### config.mk
export PLATFORM = sky130hd
export DESIGN_NAME = mmc5_top
export DESIGN_NICKNAME = d
export VERILOG_FILES = /design/src/verilog/mmc5_pkg.sv /design/src/verilog/mmc5_top.sv /design/src/verilog/mmc5_cpu_read.sv /design/src/verilog/mmc5_chr_map.sv /design/src/verilog/mmc5_prg_map.sv /design/src/verilog/mmc5_scanline.sv /design/src/verilog/mmc5_regs.sv
export SDC_FILE = /design/constraint.sdc
export NUM_CORES = 1
export LEC_CHECK = 0
export BUFFER_PORTS_ARGS = -buffer_cell sky130_fd_sc_hd__buf_2
export CAP_MARGIN = 20
export CORE_MARGIN = 2
export CORE_UTILIZATION = 41
export DETAILED_ROUTE_END_ITERATION = 8
export GPL_ROUTABILITY_DRIVEN = 0
export HOLD_SLACK_MARGIN = 0.1
export PLACE_DENSITY = 0.65
export SYNTH_ARGS = -nofsm -noshare
export SYNTH_HDL_FRONTEND = slang
export SYNTH_SLANG_ARGS = --single-unit
export TNS_END_PERCENT = 30
### constraint.sdc
create_clock -name clk -period 8.82 [get_ports clk]
set_input_delay 1.323 -clock clk [delete_from_list [all_inputs] [get_ports clk]]
set_output_delay 1.323 -clock clk [all_outputs]
set_load 0.02 [all_outputs]
### src/verilog/mmc5_pkg.sv
// MMC5 package with bus widths, register addresses, protect keys, mode encodings and scanline limits
package mmc5_pkg;

	// Bus and field widths
	localparam int CPU_AW     = 16;
	localparam int PPU_AW     = 14;
	localparam int DW         = 8;
	localparam int PRG_OUT_AW = 22;
	localparam int CHR_OUT_AW = 22;
	localparam int PRG_BANK_W = 8;
	localparam int CHR_BANK_W = 10;
	localparam int CHR_BANKS  = 8;

	// CPU visible registers
	localparam logic [CPU_AW-1:0] REG_PRG_MODE     = 16'h5100;
	localparam logic [CPU_AW-1:0] REG_CHR_MODE     = 16'h5101;
	localparam logic [CPU_AW-1:0] REG_PROTECT1     = 16'h5102;
	localparam logic [CPU_AW-1:0] REG_PROTECT2     = 16'h5103;
	localparam logic [CPU_AW-1:0] REG_MIRROR       = 16'h5105;
	localparam logic [CPU_AW-1:0] REG_PRG_RAM_BANK = 16'h5113;
	localparam logic [CPU_AW-1:0] REG_PRG_BANK0    = 16'h5114; // Up to $5117
	localparam logic [CPU_AW-1:0] REG_CHR_BANK0    = 16'h5120; // Up to $5127
	localparam logic [CPU_AW-1:0] REG_CHR_UPPER    = 16'h5130;
	localparam logic [CPU_AW-1:0] REG_IRQ_LINE     = 16'h5203;
	localparam logic [CPU_AW-1:0] REG_IRQ_STATUS   = 16'h5204; // Enable on write, status on read
	localparam logic [CPU_AW-1:0] REG_MUL_A        = 16'h5205;
	localparam logic [CPU_AW-1:0] REG_MUL_B        = 16'h5206;

	localparam logic [5:0]        REG_PAGE      = 6'b010100; // $5000-$53FF
	localparam logic [CPU_AW-1:0] NMI_VEC       = 16'hFFFA;
	localparam logic [CPU_AW-1:0] PRG_RAM_START = 16'h6000;

	localparam logic [1:0] PROTECT1_KEY = 2'd2;
	localparam logic [1:0] PROTECT2_KEY = 2'd1;

	// High bits of the translated addresses
	localparam logic [1:0] PRG_ROM_PREFIX = 2'b00;
	localparam logic [5:0] PRG_RAM_PREFIX = 6'b111100;
	localparam logic [1:0] CHR_PREFIX     = 2'b10;

	localparam logic [7:0] LAST_SCANLINE = 8'd239;
	localparam logic [1:0] NT_REPEAT     = 2'd3;
	localparam logic [1:0] IDLE_LIMIT    = 2'd2;

	// Banking modes
	localparam logic [1:0] PRG_MODE_32K    = 2'd0;
	localparam logic [1:0] PRG_MODE_16K    = 2'd1;
	localparam logic [1:0] PRG_MODE_16K_8K = 2'd2;
	localparam logic [1:0] PRG_MODE_8K     = 2'd3;
	localparam logic [1:0] CHR_MODE_8K     = 2'd0;
	localparam logic [1:0] CHR_MODE_4K     = 2'd1;
	localparam logic [1:0] CHR_MODE_2K     = 2'd2;
	localparam logic [1:0] CHR_MODE_1K     = 2'd3;

endpackage
### src/verilog/mmc5_top.sv
// MMC5 mapper core top level with register file, scanline detector, address maps and read mux
module mmc5_top (
	input  logic                            clk,
	input  logic                            arst_n_i,
	input  logic                            cpu_ce_i,    // M2 strobe
	input  logic [mmc5_pkg::CPU_AW-1:0]     cpu_addr_i,
	input  logic                            cpu_wr_i,
	input  logic                            cpu_rd_i,
	input  logic [mmc5_pkg::DW-1:0]         cpu_wdata_i,
	input  logic [mmc5_pkg::PPU_AW-1:0]     ppu_addr_i,
	input  logic                            ppu_rd_i,
	output logic [mmc5_pkg::DW-1:0]         cpu_rdata_o,
	output logic                            cpu_rdata_valid_o,
	output logic [mmc5_pkg::PRG_OUT_AW-1:0] prg_addr_o,
	output logic                            prg_allow_o,
	output logic [mmc5_pkg::CHR_OUT_AW-1:0] chr_addr_o,
	output logic                            vram_a10_o,
	output logic                            vram_ce_o,
	output logic                            irq_o
);

	logic [1:0]                      prg_mode;
	logic [1:0]                      chr_mode;
	logic                            prg_ram_we;
	logic [7:0]                      mirroring;
	logic [2:0]                      prg_ram_bank;
	logic [mmc5_pkg::PRG_BANK_W-1:0] prg_bank0, prg_bank1, prg_bank2, prg_bank3;
	logic [mmc5_pkg::CHR_BANK_W-1:0] chr_bank [mmc5_pkg::CHR_BANKS];
	logic [mmc5_pkg::DW-1:0]         irq_line;
	logic                            irq_enable;
	logic [mmc5_pkg::DW-1:0]         mul_a, mul_b;
	logic                            in_frame;
	logic                            irq_pending;

	mmc5_regs u_regs (
		.clk, .arst_n_i, .cpu_ce_i, .cpu_wr_i, .cpu_addr_i, .cpu_wdata_i,
		.prg_mode_o(prg_mode), .chr_mode_o(chr_mode), .prg_ram_we_o(prg_ram_we),
		.mirroring_o(mirroring), .prg_ram_bank_o(prg_ram_bank),
		.prg_bank0_o(prg_bank0), .prg_bank1_o(prg_bank1),
		.prg_bank2_o(prg_bank2), .prg_bank3_o(prg_bank3),
		.chr_bank_o(chr_bank), .irq_line_o(irq_line), .irq_enable_o(irq_enable),
		.mul_a_o(mul_a), .mul_b_o(mul_b)
	);

	mmc5_scanline u_scanline (
		.clk, .arst_n_i, .cpu_ce_i, .cpu_rd_i, .cpu_addr_i, .ppu_addr_i, .ppu_rd_i,
		.irq_line_i(irq_line), .in_frame_o(in_frame), .irq_pending_o(irq_pending)
	);

	mmc5_prg_map u_prg_map (
		.cpu_addr_i, .cpu_wr_i, .prg_mode_i(prg_mode), .prg_ram_bank_i(prg_ram_bank),
		.prg_bank0_i(prg_bank0), .prg_bank1_i(prg_bank1),
		.prg_bank2_i(prg_bank2), .prg_bank3_i(prg_bank3),
		.prg_ram_we_i(prg_ram_we), .prg_addr_o, .prg_allow_o
	);

	mmc5_chr_map u_chr_map (
		.ppu_addr_i, .chr_mode_i(chr_mode), .chr_bank_i(chr_bank),
		.mirroring_i(mirroring), .chr_addr_o, .vram_a10_o, .vram_ce_o
	);

	mmc5_cpu_read u_cpu_read (
		.cpu_addr_i, .mul_a_i(mul_a), .mul_b_i(mul_b), .in_frame_i(in_frame),
		.irq_pending_i(irq_pending), .cpu_rdata_o, .cpu_rdata_valid_o
	);

	// IRQ line registered so it cannot glitch
	always_ff @(posedge clk or negedge arst_n_i) begin
		if (!arst_n_i)
			irq_o <= 1'b0;
		else
			irq_o <= irq_pending && irq_enable;
	end

endmodule

### src/verilog/mmc5_cpu_read.sv
// MMC5 8x8 multiplier and CPU read data mux for status and product
module mmc5_cpu_read (
	input  logic [mmc5_pkg::CPU_AW-1:0] cpu_addr_i,
	input  logic [mmc5_pkg::DW-1:0]     mul_a_i,
	input  logic [mmc5_pkg::DW-1:0]     mul_b_i,
	input  logic                        in_frame_i,
	input  logic                        irq_pending_i,
	output logic [mmc5_pkg::DW-1:0]     cpu_rdata_o,
	output logic                        cpu_rdata_valid_o
);

	logic [2*mmc5_pkg::DW-1:0] product;

	assign product = mul_a_i * mul_b_i; // Unsigned

	always_comb begin
		cpu_rdata_valid_o = 1'b1;
		case (cpu_addr_i)
			mmc5_pkg::REG_IRQ_STATUS: begin
				cpu_rdata_o = {irq_pending_i, in_frame_i, 6'h3F};
			end
			mmc5_pkg::REG_MUL_A: cpu_rdata_o = product[7:0];
			mmc5_pkg::REG_MUL_B: cpu_rdata_o = product[15:8];
			default: begin
				// Open bus, the mapper leaves the data lines alone
				cpu_rdata_o       = 8'hFF;
				cpu_rdata_valid_o = 1'b0;
			end
		endcase
	end

endmodule

### src/verilog/mmc5_chr_map.sv
// MMC5 CHR bank translation and internal nametable mirroring lines
module mmc5_chr_map (
	input  logic [mmc5_pkg::PPU_AW-1:0]     ppu_addr_i,
	input  logic [1:0]                      chr_mode_i,
	input  logic [mmc5_pkg::CHR_BANK_W-1:0] chr_bank_i [mmc5_pkg::CHR_BANKS],
	input  logic [7:0]                      mirroring_i,
	output logic [mmc5_pkg::CHR_OUT_AW-1:0] chr_addr_o,
	output logic                            vram_a10_o,
	output logic                            vram_ce_o
);

	logic [mmc5_pkg::CHR_BANK_W-1:0] chr_sel; // 1 kB page number
	logic [mmc5_pkg::CHR_BANK_W-1:0] bank_2k;
	logic [mmc5_pkg::CHR_BANK_W-1:0] bank_4k;
	logic [1:0]                      mirr_bits;

	// Wider banks always take the odd registers
	assign bank_2k = chr_bank_i[{ppu_addr_i[12:11], 1'b1}];
	assign bank_4k = ppu_addr_i[12] ? chr_bank_i[7] : chr_bank_i[3];

	always_comb begin
		case (chr_mode_i)
			mmc5_pkg::CHR_MODE_8K: chr_sel = {chr_bank_i[7][6:0], ppu_addr_i[12:10]};
			mmc5_pkg::CHR_MODE_4K: chr_sel = {bank_4k[7:0], ppu_addr_i[11:10]};
			mmc5_pkg::CHR_MODE_2K: chr_sel = {bank_2k[8:0], ppu_addr_i[10]};
			default:               chr_sel = chr_bank_i[ppu_addr_i[12:10]];
		endcase
	end

	assign chr_addr_o = {mmc5_pkg::CHR_PREFIX, chr_sel, ppu_addr_i[9:0]};

	// One 2-bit field per nametable quadrant
	assign mirr_bits = mirroring_i[{ppu_addr_i[11:10], 1'b0} +: 2];

	// Codes 0 and 1 pick CIRAM page A or B
	assign vram_a10_o = mirr_bits[0];

	// Codes 2 and 3 only release the internal VRAM
	assign vram_ce_o = ppu_addr_i[13] && !mirr_bits[1];

endmodule

### src/verilog/mmc5_prg_map.sv
// MMC5 PRG bank translation and PRG access permission
module mmc5_prg_map (
	input  logic [mmc5_pkg::CPU_AW-1:0]     cpu_addr_i,
	input  logic                            cpu_wr_i,
	input  logic [1:0]                      prg_mode_i,
	input  logic [2:0]                      prg_ram_bank_i,
	input  logic [mmc5_pkg::PRG_BANK_W-1:0] prg_bank0_i,
	input  logic [mmc5_pkg::PRG_BANK_W-1:0] prg_bank1_i,
	input  logic [mmc5_pkg::PRG_BANK_W-1:0] prg_bank2_i,
	input  logic [mmc5_pkg::PRG_BANK_W-1:0] prg_bank3_i,
	input  logic                            prg_ram_we_i,
	output logic [mmc5_pkg::PRG_OUT_AW-1:0] prg_addr_o,
	output logic                            prg_allow_o
);

	logic [7:0] prg_sel; // Bit 7 set means ROM

	always_comb begin
		prg_sel = {5'd0, prg_ram_bank_i}; // $6000-$7FFF window
		if (cpu_addr_i[15]) begin
			case (prg_mode_i)
				mmc5_pkg::PRG_MODE_32K: prg_sel = {1'b1, prg_bank3_i[6:2], cpu_addr_i[14:13]};
				mmc5_pkg::PRG_MODE_16K: begin
					if (cpu_addr_i[14])
						prg_sel = {1'b1, prg_bank3_i[6:1], cpu_addr_i[13]};
					else
						prg_sel = {prg_bank1_i[7:1], cpu_addr_i[13]};
				end
				mmc5_pkg::PRG_MODE_16K_8K: begin
					case (cpu_addr_i[14:13])
						2'b10:   prg_sel = prg_bank2_i;
						2'b11:   prg_sel = {1'b1, prg_bank3_i[6:0]};
						default: prg_sel = {prg_bank1_i[7:1], cpu_addr_i[13]};
					endcase
				end
				default: begin
					case (cpu_addr_i[14:13])
						2'b00:   prg_sel = prg_bank0_i;
						2'b01:   prg_sel = prg_bank1_i;
						2'b10:   prg_sel = prg_bank2_i;
						default: prg_sel = {1'b1, prg_bank3_i[6:0]}; // $E000 is always ROM
					endcase
				end
			endcase
		end
	end

	assign prg_addr_o = {prg_sel[7] ? {mmc5_pkg::PRG_ROM_PREFIX, prg_sel[6:0]}
	                                : {mmc5_pkg::PRG_RAM_PREFIX, prg_sel[2:0]},
	                     cpu_addr_i[12:0]};

	// Writes only land in unprotected RAM
	assign prg_allow_o = (cpu_addr_i >= mmc5_pkg::PRG_RAM_START) &&
	                     (!cpu_wr_i || (!prg_sel[7] && prg_ram_we_i));

endmodule

### src/verilog/mmc5_scanline.sv
// MMC5 scanline detector with in-frame flag, scanline counter and IRQ pending
module mmc5_scanline (
	input  logic                        clk,
	input  logic                        arst_n_i,
	input  logic                        cpu_ce_i,
	input  logic                        cpu_rd_i,
	input  logic [mmc5_pkg::CPU_AW-1:0] cpu_addr_i,
	input  logic [mmc5_pkg::PPU_AW-1:0] ppu_addr_i,
	input  logic                        ppu_rd_i,
	input  logic [mmc5_pkg::DW-1:0]     irq_line_i,
	output logic                        in_frame_o,
	output logic                        irq_pending_o
);

	logic                        ppu_rd_q;
	logic [mmc5_pkg::PPU_AW-1:0] last_addr_q;
	logic [1:0]                  nt_cnt_q;
	logic [1:0]                  idle_cnt_q;
	logic [7:0]                  scanline_q;
	logic                        clear_req_q;
	logic [7:0]                  next_line;
	logic                        ppu_rd_rise;
	logic                        nt_match;
	logic                        line_event;
	logic                        status_read;
	logic                        leave;

	assign ppu_rd_rise = ppu_rd_i && !ppu_rd_q;
	assign next_line   = scanline_q + 8'd1;

	// Same nametable byte as the read before
	assign nt_match = (ppu_addr_i[13:12] == 2'b10) && (ppu_addr_i == last_addr_q);

	// Fires on the read that follows the run of matches
	assign line_event = ppu_rd_rise && (nt_cnt_q == mmc5_pkg::NT_REPEAT);

	assign status_read = cpu_ce_i && cpu_rd_i && (cpu_addr_i == mmc5_pkg::REG_IRQ_STATUS);

	assign leave = in_frame_o && (
		(line_event && scanline_q == mmc5_pkg::LAST_SCANLINE) ||
		(cpu_ce_i && !ppu_rd_i && idle_cnt_q == mmc5_pkg::IDLE_LIMIT) ||
		(cpu_ce_i && cpu_rd_i && {cpu_addr_i[15:1], 1'b0} == mmc5_pkg::NMI_VEC));

	always_ff @(posedge clk or negedge arst_n_i) begin
		if (!arst_n_i) begin
			ppu_rd_q      <= 1'b0;
			last_addr_q   <= '0;
			nt_cnt_q      <= '0;
			idle_cnt_q    <= '0;
			scanline_q    <= '0;
			clear_req_q   <= 1'b0;
			in_frame_o    <= 1'b0;
			irq_pending_o <= 1'b0;
		end else begin
			ppu_rd_q <= ppu_rd_i;

			if (ppu_rd_rise) begin
				last_addr_q <= ppu_addr_i;
				if (!nt_match)
					nt_cnt_q <= '0;
				else if (nt_cnt_q != mmc5_pkg::NT_REPEAT)
					nt_cnt_q <= nt_cnt_q + 2'd1;
			end

			if (line_event) begin
				if (!in_frame_o) begin
					in_frame_o <= 1'b1; // First line of the frame
					scanline_q <= '0;
				end else if (scanline_q != mmc5_pkg::LAST_SCANLINE) begin
					scanline_q <= next_line;
					if (next_line == irq_line_i)
						irq_pending_o <= 1'b1;
				end
			end

			// Idle M2 strobes without PPU activity
			if (ppu_rd_i)
				idle_cnt_q <= '0;
			else if (cpu_ce_i && in_frame_o)
				idle_cnt_q <= idle_cnt_q + 2'd1;

			if (cpu_ce_i) begin
				clear_req_q <= status_read;
				if (clear_req_q)
					irq_pending_o <= 1'b0; // Acknowledge one strobe after the $5204 read
			end

			if (leave) begin
				in_frame_o    <= 1'b0;
				irq_pending_o <= 1'b0;
				nt_cnt_q      <= '0;
				idle_cnt_q    <= '0;
				scanline_q    <= '0;
			end
		end
	end

	a_pending_in_frame: assert property (
		@(posedge clk) disable iff (!arst_n_i) irq_pending_o |-> in_frame_o
	);

endmodule

### src/verilog/mmc5_regs.sv
// MMC5 configuration register file written from the CPU register page
module mmc5_regs (
	input  logic                                 clk,
	input  logic                                 arst_n_i,
	input  logic                                 cpu_ce_i,
	input  logic                                 cpu_wr_i,
	input  logic [mmc5_pkg::CPU_AW-1:0]          cpu_addr_i,
	input  logic [mmc5_pkg::DW-1:0]              cpu_wdata_i,
	output logic [1:0]                           prg_mode_o,
	output logic [1:0]                           chr_mode_o,
	output logic                                 prg_ram_we_o,
	output logic [7:0]                           mirroring_o,
	output logic [2:0]                           prg_ram_bank_o,
	output logic [mmc5_pkg::PRG_BANK_W-1:0]      prg_bank0_o,
	output logic [mmc5_pkg::PRG_BANK_W-1:0]      prg_bank1_o,
	output logic [mmc5_pkg::PRG_BANK_W-1:0]      prg_bank2_o,
	output logic [mmc5_pkg::PRG_BANK_W-1:0]      prg_bank3_o,
	output logic [mmc5_pkg::CHR_BANK_W-1:0]      chr_bank_o [mmc5_pkg::CHR_BANKS],
	output logic [mmc5_pkg::DW-1:0]              irq_line_o,
	output logic                                 irq_enable_o,
	output logic [mmc5_pkg::DW-1:0]              mul_a_o,
	output logic [mmc5_pkg::DW-1:0]              mul_b_o
);

	logic [mmc5_pkg::PRG_BANK_W-1:0] prg_bank_q [4];
	logic [1:0] chr_upper_q;
	logic       protect1_q;
	logic       protect2_q;
	logic       reg_wr;
	logic       prg_bank_hit;
	logic       chr_bank_hit;

	assign reg_wr = cpu_ce_i && cpu_wr_i && (cpu_addr_i[15:10] == mmc5_pkg::REG_PAGE);

	// Bank register groups decode on the low page bits only
	assign prg_bank_hit = (cpu_addr_i[9:2] == mmc5_pkg::REG_PRG_BANK0[9:2]);
	assign chr_bank_hit = (cpu_addr_i[9:3] == mmc5_pkg::REG_CHR_BANK0[9:3]);

	always_ff @(posedge clk or negedge arst_n_i) begin
		if (!arst_n_i) begin
			prg_mode_o     <= mmc5_pkg::PRG_MODE_8K; // Power-on state
			chr_mode_o     <= '0;
			protect1_q     <= 1'b0;
			protect2_q     <= 1'b0;
			mirroring_o    <= '0;
			prg_ram_bank_o <= '0;
			prg_bank_q[0]  <= '0;
			prg_bank_q[1]  <= '0;
			prg_bank_q[2]  <= '0;
			prg_bank_q[3]  <= 8'h7F; // Last ROM bank at $E000
			chr_bank_o     <= '{default: '0};
			chr_upper_q    <= '0;
			irq_line_o     <= '0;
			irq_enable_o   <= 1'b0;
			mul_a_o        <= '0;
			mul_b_o        <= '0;
		end else if (reg_wr) begin
			if (prg_bank_hit) begin
				prg_bank_q[cpu_addr_i[1:0]] <= cpu_wdata_i;
			end else if (chr_bank_hit) begin
				// Upper bits come from $5130 as it stands now
				chr_bank_o[cpu_addr_i[2:0]] <= {chr_upper_q, cpu_wdata_i};
			end else begin
				case (cpu_addr_i[9:0])
					mmc5_pkg::REG_PRG_MODE[9:0]:     prg_mode_o <= cpu_wdata_i[1:0];
					mmc5_pkg::REG_CHR_MODE[9:0]:     chr_mode_o <= cpu_wdata_i[1:0];
					mmc5_pkg::REG_PROTECT1[9:0]: begin
						protect1_q <= (cpu_wdata_i[1:0] == mmc5_pkg::PROTECT1_KEY);
					end
					mmc5_pkg::REG_PROTECT2[9:0]: begin
						protect2_q <= (cpu_wdata_i[1:0] == mmc5_pkg::PROTECT2_KEY);
					end
					mmc5_pkg::REG_MIRROR[9:0]:       mirroring_o <= cpu_wdata_i;
					mmc5_pkg::REG_PRG_RAM_BANK[9:0]: prg_ram_bank_o <= cpu_wdata_i[2:0];
					mmc5_pkg::REG_CHR_UPPER[9:0]:    chr_upper_q <= cpu_wdata_i[1:0];
					mmc5_pkg::REG_IRQ_LINE[9:0]:     irq_line_o <= cpu_wdata_i;
					mmc5_pkg::REG_IRQ_STATUS[9:0]:   irq_enable_o <= cpu_wdata_i[7];
					mmc5_pkg::REG_MUL_A[9:0]:        mul_a_o <= cpu_wdata_i;
					mmc5_pkg::REG_MUL_B[9:0]:        mul_b_o <= cpu_wdata_i;
					default: ; // Unmapped page addresses are ignored
				endcase
			end
		end
	end

	// RAM writes need both keys in place
	assign prg_ram_we_o = protect1_q && protect2_q;

	assign prg_bank0_o = prg_bank_q[0];
	assign prg_bank1_o = prg_bank_q[1];
	assign prg_bank2_o = prg_bank_q[2];
	assign prg_bank3_o = prg_bank_q[3];

	// PRG mode feeds the whole CPU address map
	a_prg_mode_known: assert property (
		@(posedge clk) disable iff (!arst_n_i) !$isunknown(prg_mode_o)
	);

endmodule

Yosys cells after proc, flatten, opt, wreduce, memory -nomap -nowiden
Cells that the tools add are included. W data, S select, Z words.

Logic and storage cells: 179. Input port bits: 44. Register bits: 187. Output and inout bits: 57.

Add/subtract/negate cells: 3. Muxes and demuxes: 42. Shift-type cells: 1. Equality and inequality tests: 37. Bitwise gates (word level): 6. $mul: 1. Reduce and logical (&&, ||, !) cells: 50. $lt $le $gt $ge: 7.

Operators by type and width (number): $bwmux W80 (1); $pmux W8 S3 (3); $eq A10 B9 Y1 const B (7); $mux W8 (8); $bmux W10 S3 (2); $eq A16 B15 Y1 const B (3); $reduce_and A4 Y1 (11); $eq A10 B10 Y1 const B (4); $bwmux W32 (1); $demux W10 S3 (1); $mux W10 (3); $pmux W10 S3 (1); $mux W9 (3); $logic_and A1 B1 Y1 (20); $demux W8 S2 (1); $eq A2 B2 Y1 const B (8); $ge A16 B15 Y1 const B (1); $mul A8 B8 Y16 (1); $pmux W8 S2 (1); $eq A15 B15 Y1 const B (1); $eq A14 B14 Y1 (1); $mux W2 (7); $ge A4 B4 Y1 const B (3); $not A3 Y4 (3); 26 further kinds (52).

Depth between registers and ports, before layout
Gate-level depths: netlist of run 1.

Word-level depth: 9. Gate-level depth with buffers: 16. Mapped depth without buffers: 16.

By module
From an unflattened synthesis of run 1, not the netlist that was laid out.

Cells, all modules: 1039. Area, all modules: 12100.4 µm².

Modules (own cells, without submodules): mmc5_regs (cells each 379, instances 1, sequential area each 3915.0 µm², area an instance 6197.2 µm²); mmc5_cpu_read (cells each 265, instances 1, sequential area each 0.0 µm², area an instance 2242.2 µm²); mmc5_scanline (cells each 171, instances 1, sequential area each 750.7 µm², area an instance 1833.0 µm²); mmc5_chr_map (cells each 125, instances 1, sequential area each 0.0 µm², area an instance 1128.6 µm²); mmc5_prg_map (cells each 97, instances 1, sequential area each 0.0 µm², area an instance 668.1 µm²); mmc5_top (cells each 2, instances 1, sequential area each 25.0 µm², area an instance 31.3 µm²).

Worst setup path after synthesis of run 1
OpenSTA, ideal clock, no wires.

Kind: reg2out. Start: register u_regs.mul_b_o[5] (netlist bit). End: output port cpu_rdata_o[7] (netlist bit). Stages on the path, launching flop included: 16. Data arrival time: 4687 ps. Data required time: 7497 ps. Path buffers: 0. Path slack: 2810 ps. Cells stage by stage: dfrtp_1 nand2_1 fa_1 fa_1 inv_1 fa_1 inv_1 fa_1 inv_1 ha_1 a21o_1 a221oi_1 nor2_1 o41ai_1 xnor2_1 o21ai_0.

Word-level cells in the longest chain between the ends: 2.

Ends and longest elaborated chain: start, declared (RTL line mmc5_regs.sv:22) `output logic [mmc5_pkg::DW-1:0] mul_b_o`; start signal, assigned (RTL line mmc5_regs.sv:79) `mmc5_pkg::REG_MUL_B[9:0]: mul_b_o <= cpu_wdata_i;`; $mul A8 B8 Y16 (RTL line mmc5_cpu_read.sv:14) `assign product = mul_a_i * mul_b_i;`; $pmux W8 S3 (RTL line mmc5_cpu_read.sv:18) `case (cpu_addr_i)`; end, declared (RTL line mmc5_top.sv:12) `output logic [mmc5_pkg::DW-1:0] cpu_rdata_o,`.

No other way between the ends.

Worst setup path after layout of run 1
Start: register u_regs.mul_a_o[2] (netlist bit). End: output port cpu_rdata_o[7] (netlist bit).

Word-level cells in the longest chain between the ends: 2.

Ends and longest elaborated chain: start, declared (RTL line mmc5_regs.sv:21) `output logic [mmc5_pkg::DW-1:0] mul_a_o,`; start signal, assigned (RTL line mmc5_regs.sv:78) `mmc5_pkg::REG_MUL_A[9:0]: mul_a_o <= cpu_wdata_i;`; $mul A8 B8 Y16 (RTL line mmc5_cpu_read.sv:14); $pmux W8 S3 (RTL line mmc5_cpu_read.sv:18).

No other way between the ends.

==> run metrics, run 1 <==
largest net degree at the start of global routing 116; CTS Hold Bufs 0; Initial Utilization 41.54%; Post-synth EDFFs 0; Post-CTS Setup Inserts 0; Clock Root Buffer clkbuf_16; Synth Register Bits 186; first-pass GRT wire length 44240 um; final max-slew violation count 0; Num CTS Buffers 17; Worst-Skew Late Latency 440 ps; status finished clean; count of cell types in the netlist 70; Reg with most FFs u_regs.chr_bank_o; Die Span X 174.3 um; vias in the first global route 8128; synthesis-to-finish area growth 10.14%; Design Power 1808 uW; WP data required 7500 ps; clk_skew 8.075 ps; placement row count 62; DR DRC count 0; ys flop type dfrtp_1; routed via count 7894; clock-pin slew on the worst setup and hold paths 70 ps; WL/cell 18.68 um; Die Ht 174.3 um; Placeable Area 28630 um2; total I/O pin count 101; Yosys warnings 0; CTS max path bufs 2; gr usage total 18.49%; CP Class flip-flop to output port; fillers 2607; first-iteration detailed-routing DRC count 504; Setup TNS 0 ps; Max-Cap Viols 0; Synth area leader dfrtp_1; Post-Syn Instances 1017; leading post-synthesis cells by cell area dfrtp_1, mux2_2, fa_1, mux4_2, ha_1; CTS tree built; n_diodes 0; clock sinks 186; post-CTS resize count 0; H-tree levels 4; Nets 1180; iteration count of the initial detailed-routing pass 7; total grt overflow 0; post-synth top area share 37.25%; Slew HR 32.92%; post-layout util 45.76%; register area share after synthesis 39.24%; final hold vios 0; Final Instance Count excl. Fillers 1458; antenna violations before repair 0; Largest regs u_regs.chr_bank_o: 80 flops, u_scanline.last_addr_q: 14 flops; Tcrit/Tclk final 75.64%; Final Critical Period 6672 ps; layout cells sized above 1 34.73%; worst-margin pin slew 1006 ps; max reg flops 80; fraction of registers with async set/reset 100.0%; Placed Cells incl. Taps 1426; Crit path arrival time 5350 ps; Post-Syn Area 11890 um2; worst-case reg-to-reg path depth 7; CP endpoint kind output port; Pleak 0.006345 uW; CP Max Fanout 9; final number of setup-violating endpoints 0; Startpoint Class flip-flop; Finished Cell Area 13100 um2; HPWL after DPL 18920 um; peak supply drop 145.3 uV; worst min-delay path category flip-flop to flip-flop; die area 30380 um2; WL final 27240 um; Synth Area per Inst 11.69 um2; RSZ-0062 raised after global routing no; Vias/cell 5.414; I/O Buffers 98; hold depth 1; DP Area 12470 um2; post-route ant nets 0; FMAX 0.1499 GHz; Syn Nets 1136; PD cells 138.1 nW/um2
## layout make-up
cell class | count | area [um2] | area share, %
multi-input combinational | 689 | 6549 | 50.00
clock inverter | 11 | 155.1 | 1.185
tap | 384 | 480.5 | 3.668
clock buffer | 21 | 470.5 | 3.592
sequential | 186 | 4666 | 35.62
timing repair buffer | 103 | 536.8 | 4.098
inverter | 64 | 240.2 | 1.834
## per-stage QoR
step / hold slack [ps] / setup slack [ps]
final: 493.1 / 2149
after global routing: 516.2 / 1746
after CTS: 492.5 / 2109
after detailed placement: 478.9 / 2595
after global placement: 463.6 / 2686
after floorplan: 442.7 / 2810
## layout by cell type (no fill, tap or decap), types with 6 or more instances in the layout
| master | synthesis | final |
|---|---|---|
| mux2_2 | 180 | 180 |
| dfrtp_1 | 177 | 177 |
| buf_2 | 6 | 97 |
| inv_1 | 64 | 64 |
| nand2_1 | 55 | 55 |
| and2_1 | 52 | 52 |
| ha_1 | 39 | 39 |
| fa_1 | 36 | 36 |
| mux4_2 | 31 | 31 |
| o21ai_0 | 28 | 28 |
| a21oi_1 | 26 | 26 |
| xor2_1 | 21 | 21 |
| nor2_1 | 19 | 19 |
| mux2i_1 | 17 | 17 |
| clkbuf_16 | 0 | 17 |
| xnor2_1 | 14 | 14 |
| nor2b_1 | 14 | 13 |
| a21o_1 | 12 | 12 |
| o22ai_1 | 12 | 12 |
| nor3_1 | 11 | 11 |
| nand3_1 | 11 | 11 |
| and3_1 | 9 | 9 |
| o211ai_1 | 9 | 9 |
| dfstp_2 | 9 | 9 |
| nand4_1 | 7 | 7 |
| a221oi_1 | 6 | 6 |
| a31oi_1 | 6 | 6 |
| nor2_2 | 6 | 6 |
## logic make-up after synthesis
| kind of cell | Yosys count | share of synthesized area [%] |
|---|---|---|
| AOI/OAI and AO/OA | 121 | 6.555 |
| xor gates and xnor gates | 35 | 2.578 |
| adders and majority gates | 75 | 10.16 |
| buffers and inverters | 142 | 5.713 |
| DFF | 186 | 39.24 |
| muxes | 231 | 24.63 |
| other | 2 | 0.06315 |
| and+or+nand+nor | 225 | 11.06 |
## critical path, stage by stage (launching register included)
cell      delay (ps)
dfrtp_1          470
nand2_1          120
fa_1             510
fa_1             550
inv_1             60
fa_1             520
inv_1             50
fa_1             530
inv_1             40
ha_1             350
a21o_1           200
a221oi_1         500
nor2_1           180
o41ai_1          400
xnor2_1          110
o21ai_0          140
buf_2            180
## cell usage after synthesis (all sizes together), types with 5 or more instances
master,number
mux2,183
a221oi,6
o22ai,12
mux2i,17
o21ai,28
a31oi,6
mux4,31
a21o,12
nand3,12
o211ai,9
xnor2,14
nor2,25
dfstp,9
xor2,21
and3,9
nor3b,5
nor2b,14
ha,39
fa,36
and2,52
nand3b,5
clkbuf,32
nand4,7
dfrtp,177
inv,64
nor3,12
buf,46
nand2,56
a21oi,26
## metal layers
| layer | GRT usage [%] | wire (um) | vias to the layer above |
|---|---|---|---|
| li1 | - | - | 3669 |
| met1 | 24.49 | 12280 | 4085 |
| met3 | 2.800 | 753 | 26 |
| met2 | 31.53 | 13810 | 114 |
| met4 | 5.287 | 398 | 0 |
| met5 | 0 | 0 | - |
## where the power goes
part / switching (uW) / leakage [uW] / internal [uW] / total [uW]
registers: 5.90 / 0.00252 / 863 / 868
logic: 82.0 / 0.00352 / 39.5 / 122
clock network: 345 / 0.000305 / 474 / 818
total: 432 / 0.00635 / 1380 / 1810
## worst paths after layout
kind	start	end	slack, ps
max	u_regs.mul_a_o[2]	cpu_rdata_o[7]	2150
min	u_regs.irq_enable_o	irq_o	490
max reg2reg	u_scanline.scanline_q[0]	u_scanline.scanline_q[5]	6390
min reg2reg	u_regs.irq_enable_o	irq_o	490
max in group asynchronous	arst_n_i	u_regs.prg_bank1_o[6]	6320
min in group asynchronous	arst_n_i	u_regs.chr_bank_o[74]	1030
No activity file was read; power rests on OpenSTA's default activity.
==> run 2: changes to the inputs <==
--- a/config.mk
+++ b/config.mk
@@ -5,6 +5,7 @@
 export SDC_FILE = /design/constraint.sdc
 export NUM_CORES = 1
 export LEC_CHECK = 0
+export ABC_AREA = 1
 export BUFFER_PORTS_ARGS = -buffer_cell sky130_fd_sc_hd__buf_2
 export CAP_MARGIN = 20
 export CORE_MARGIN = 2
@@ -12,7 +13,7 @@
 export DETAILED_ROUTE_END_ITERATION = 8
 export GPL_ROUTABILITY_DRIVEN = 0
 export HOLD_SLACK_MARGIN = 0.1
-export PLACE_DENSITY = 0.65
+export PLACE_DENSITY = 0.67
 export SYNTH_ARGS = -nofsm -noshare
 export SYNTH_HDL_FRONTEND = slang
 export SYNTH_SLANG_ARGS = --single-unit
==> constraint.sdc (replaced) <==
create_clock -name clk -period 5.81 [get_ports clk]
set_input_delay 0.8715 -clock clk [delete_from_list [all_inputs] [get_ports clk]]
set_output_delay 0.8715 -clock clk [all_outputs]
set_load 0.02 [all_outputs]
==> run 2 against run 1 <==
Effect of this change: critical path depth increased by 2; clock skew increased by 1.5 ps; synthesized cell count increased by 64%; clock power increased by 54%; highest routed layer unchanged.
==> run metrics, run 2 <==
clock-pin slew on the worst setup and hold paths 80 ps; Clock Root Buffer clkbuf_16; Reg area 4667 um2; post-route ant nets 0; Die Span X 177.4 um; Final Critical Period 5550 ps; commonest cells in the netlist nand2_1, inv_1, dfrtp_1; iteration count of the initial detailed-routing pass 7; setup ws final 260.5 ps; Syn Nets 1787; CTS max path bufs 2; Post-Syn Area 12330 um2; FMAX 0.1802 GHz; WL/cell 15.59 um; I/O Buffers 98; post-placement worst setup slack 641.1 ps; most common cell after layout, fill and taps aside nand2_1; final number of setup-violating endpoints 0; placement row count 63; status finished clean; WL final 32560 um; Crit path arrival time 4680 ps; post-synth top area share 35.92%; DR DRC count 0; Synth Register Bits 186; RSZ-0062 raised after global routing no; CTS tree built; peak supply drop 162.1 uV; Die Ht 177.4 um; Placeable Area 29640 um2; fillers 3017; Post-synth EDFFs 0; count of cell types in the netlist 50; gr usage total 21.33%; CP endpoint kind output port; Finished Cell Area 13450 um2; CP Max Fanout 9; Startpoint Class flip-flop; first-iteration detailed-routing DRC count 804; Post-Syn Instances 1668; vias in the first global route 10380; Yosys warnings 0; PD cells 212.4 nW/um2; first-pass GRT wire length 53240 um; clock sinks 186; die area 31470 um2; final max-slew violation count 0; final hold vios 0; worst-margin pin slew 896.9 ps; Setup TNS 0 ps; Synth Area per Inst 7.392 um2; DP Area 12810 um2; ys flop type dfrtp_1; layout cells sized above 1 10.95%; Pleak 0.006708 uW; Num CTS Buffers 17; WP data required 4940 ps; Max-Cap Viols 0; n_diodes 0; area of the multi-input gates 6282 um2; Reg with most FFs u_regs.chr_bank_o; worst min-delay path category flip-flop to flip-flop; Synth area leader dfrtp_1; max reg flops 80; most frequent cells in the layout nand2_1, inv_1, dfrtp_1; Slew HR 40.14%; routed via count 10840; CP Class flip-flop to output port; H-tree levels 4; fraction of registers with async set/reset 100.0%; Initial Utilization 41.60%; antenna violations before repair 0; synthesis-to-finish area growth 9.113%; total grt overflow 0; Post-CTS Setup Inserts 0; Largest regs u_regs.chr_bank_o: 80 flops, u_scanline.last_addr_q: 14 flops; Vias/cell 5.191; register area share after synthesis 37.84%; total I/O pin count 101; Tcrit/Tclk final 95.52%; largest net degree at the start of global routing 88; most frequent cell after synthesis nand2_1; Nets 1805; clk_skew 9.610 ps; leading post-synthesis cells by cell area dfrtp_1, nand2_1, inv_1, o21ai_0, fa_1; HPWL after DPL 23380 um; Worst-Skew Late Latency 450 ps; CTS Hold Bufs 0
==> run 2: stage by stage <==
| step | utilization [%] | hold slack (ps) | power (uW) | cells |
|---|---|---|---|---|
| 2_1_floorplan | - | 432.0 | 1523 | 1668 |
| 3_3_place_gp | 43.22 | 440.5 | 1621 | 2057 |
| 3_5_place_dp | 43.22 | 445.8 | 1625 | 2057 |
| 4_1_cts | 45.39 | 464.4 | 2888 | 2089 |
| 5_1_grt | 45.39 | 482.8 | 2970 | 2089 |
| 6_report | 45.39 | 462.4 | 2858 | 2089 |
==> run 2: cell type report <==
class	count	share of cell area, %
Clock inverter	15	1.609
Multi-Input combinational cell	1155	46.70
Tap cell	390	3.627
Inverter	223	6.222
Clock buffer	17	3.162
Timing Repair Buffer	103	3.990
Sequential cell	186	34.69
==> run 2: per-layer routing <==
layer	share of wire [%]	global-route usage (%)	vias to the layer above	routed length, um
li1	-	-	5364	-
met5	0	0	-	0
met4	2.3	7.275	0	762
met2	47	34.82	342	15290
met1	46	29.14	5088	14860
met3	5.0	2.892	50	1643
==> run 2: where the power goes <==
group | total (uW) | internal, uW | switching [uW]
clock network | 1260 | 669 | 591
registers | 1340 | 1320 | 18.4
logic | 262 | 71.4 | 191
total | 2860 | 2060 | 801
==> run 2: final timing paths <==
check	startpoint	to	slack, ps	depth (start not counted)
worst min register to register	u_scanline.irq_pending_o	irq_o	460	2
max in group asynchronous	arst_n_i	u_scanline.clear_req_q	4150	2
worst max register to register	u_scanline.ppu_rd_q	u_scanline.scanline_q[4]	3570	10
worst max-delay path	u_regs.mul_a_o[2]	cpu_rdata_o[6]	260	18
min in group asynchronous	arst_n_i	u_regs.prg_bank1_o[5]	480	1
worst min-delay path	u_scanline.irq_pending_o	irq_o	460	2
==> run 2: timing repair <==
item,4_1_cts,5_1_grt
setup endpoints to repair,0,3
endpoints found under the hold margin,0,0
resized for setup,0,3
==> run 2: cell families (layout without fill, tap and decap cells) <==
logic type | after synthesis | count (layout) | synth area share (%)
buf+inv | 327 | 358 | 11.20
other cells | 2 | 2 | 0.06091
xor+xnor | 8 | 8 | 0.5683
flops | 186 | 186 | 37.84
fa+ha+maj | 75 | 75 | 9.803
compound gates | 357 | 357 | 15.77
simple gates | 713 | 713 | 24.75
==> run 2: worst max-delay path, cell delays in order (launching register included) <==
cell,delay (ps)
dfrtp_1,500
nand2_1,130
fa_1,520
fa_1,540
inv_1,50
fa_1,530
inv_1,60
fa_1,530
inv_1,40
ha_1,330
inv_1,80
o21ai_1,220
a21oi_1,110
nand2_1,110
nand2_1,60
nand2_1,80
nor2_1,40
o21ai_1,130
buf_2,180
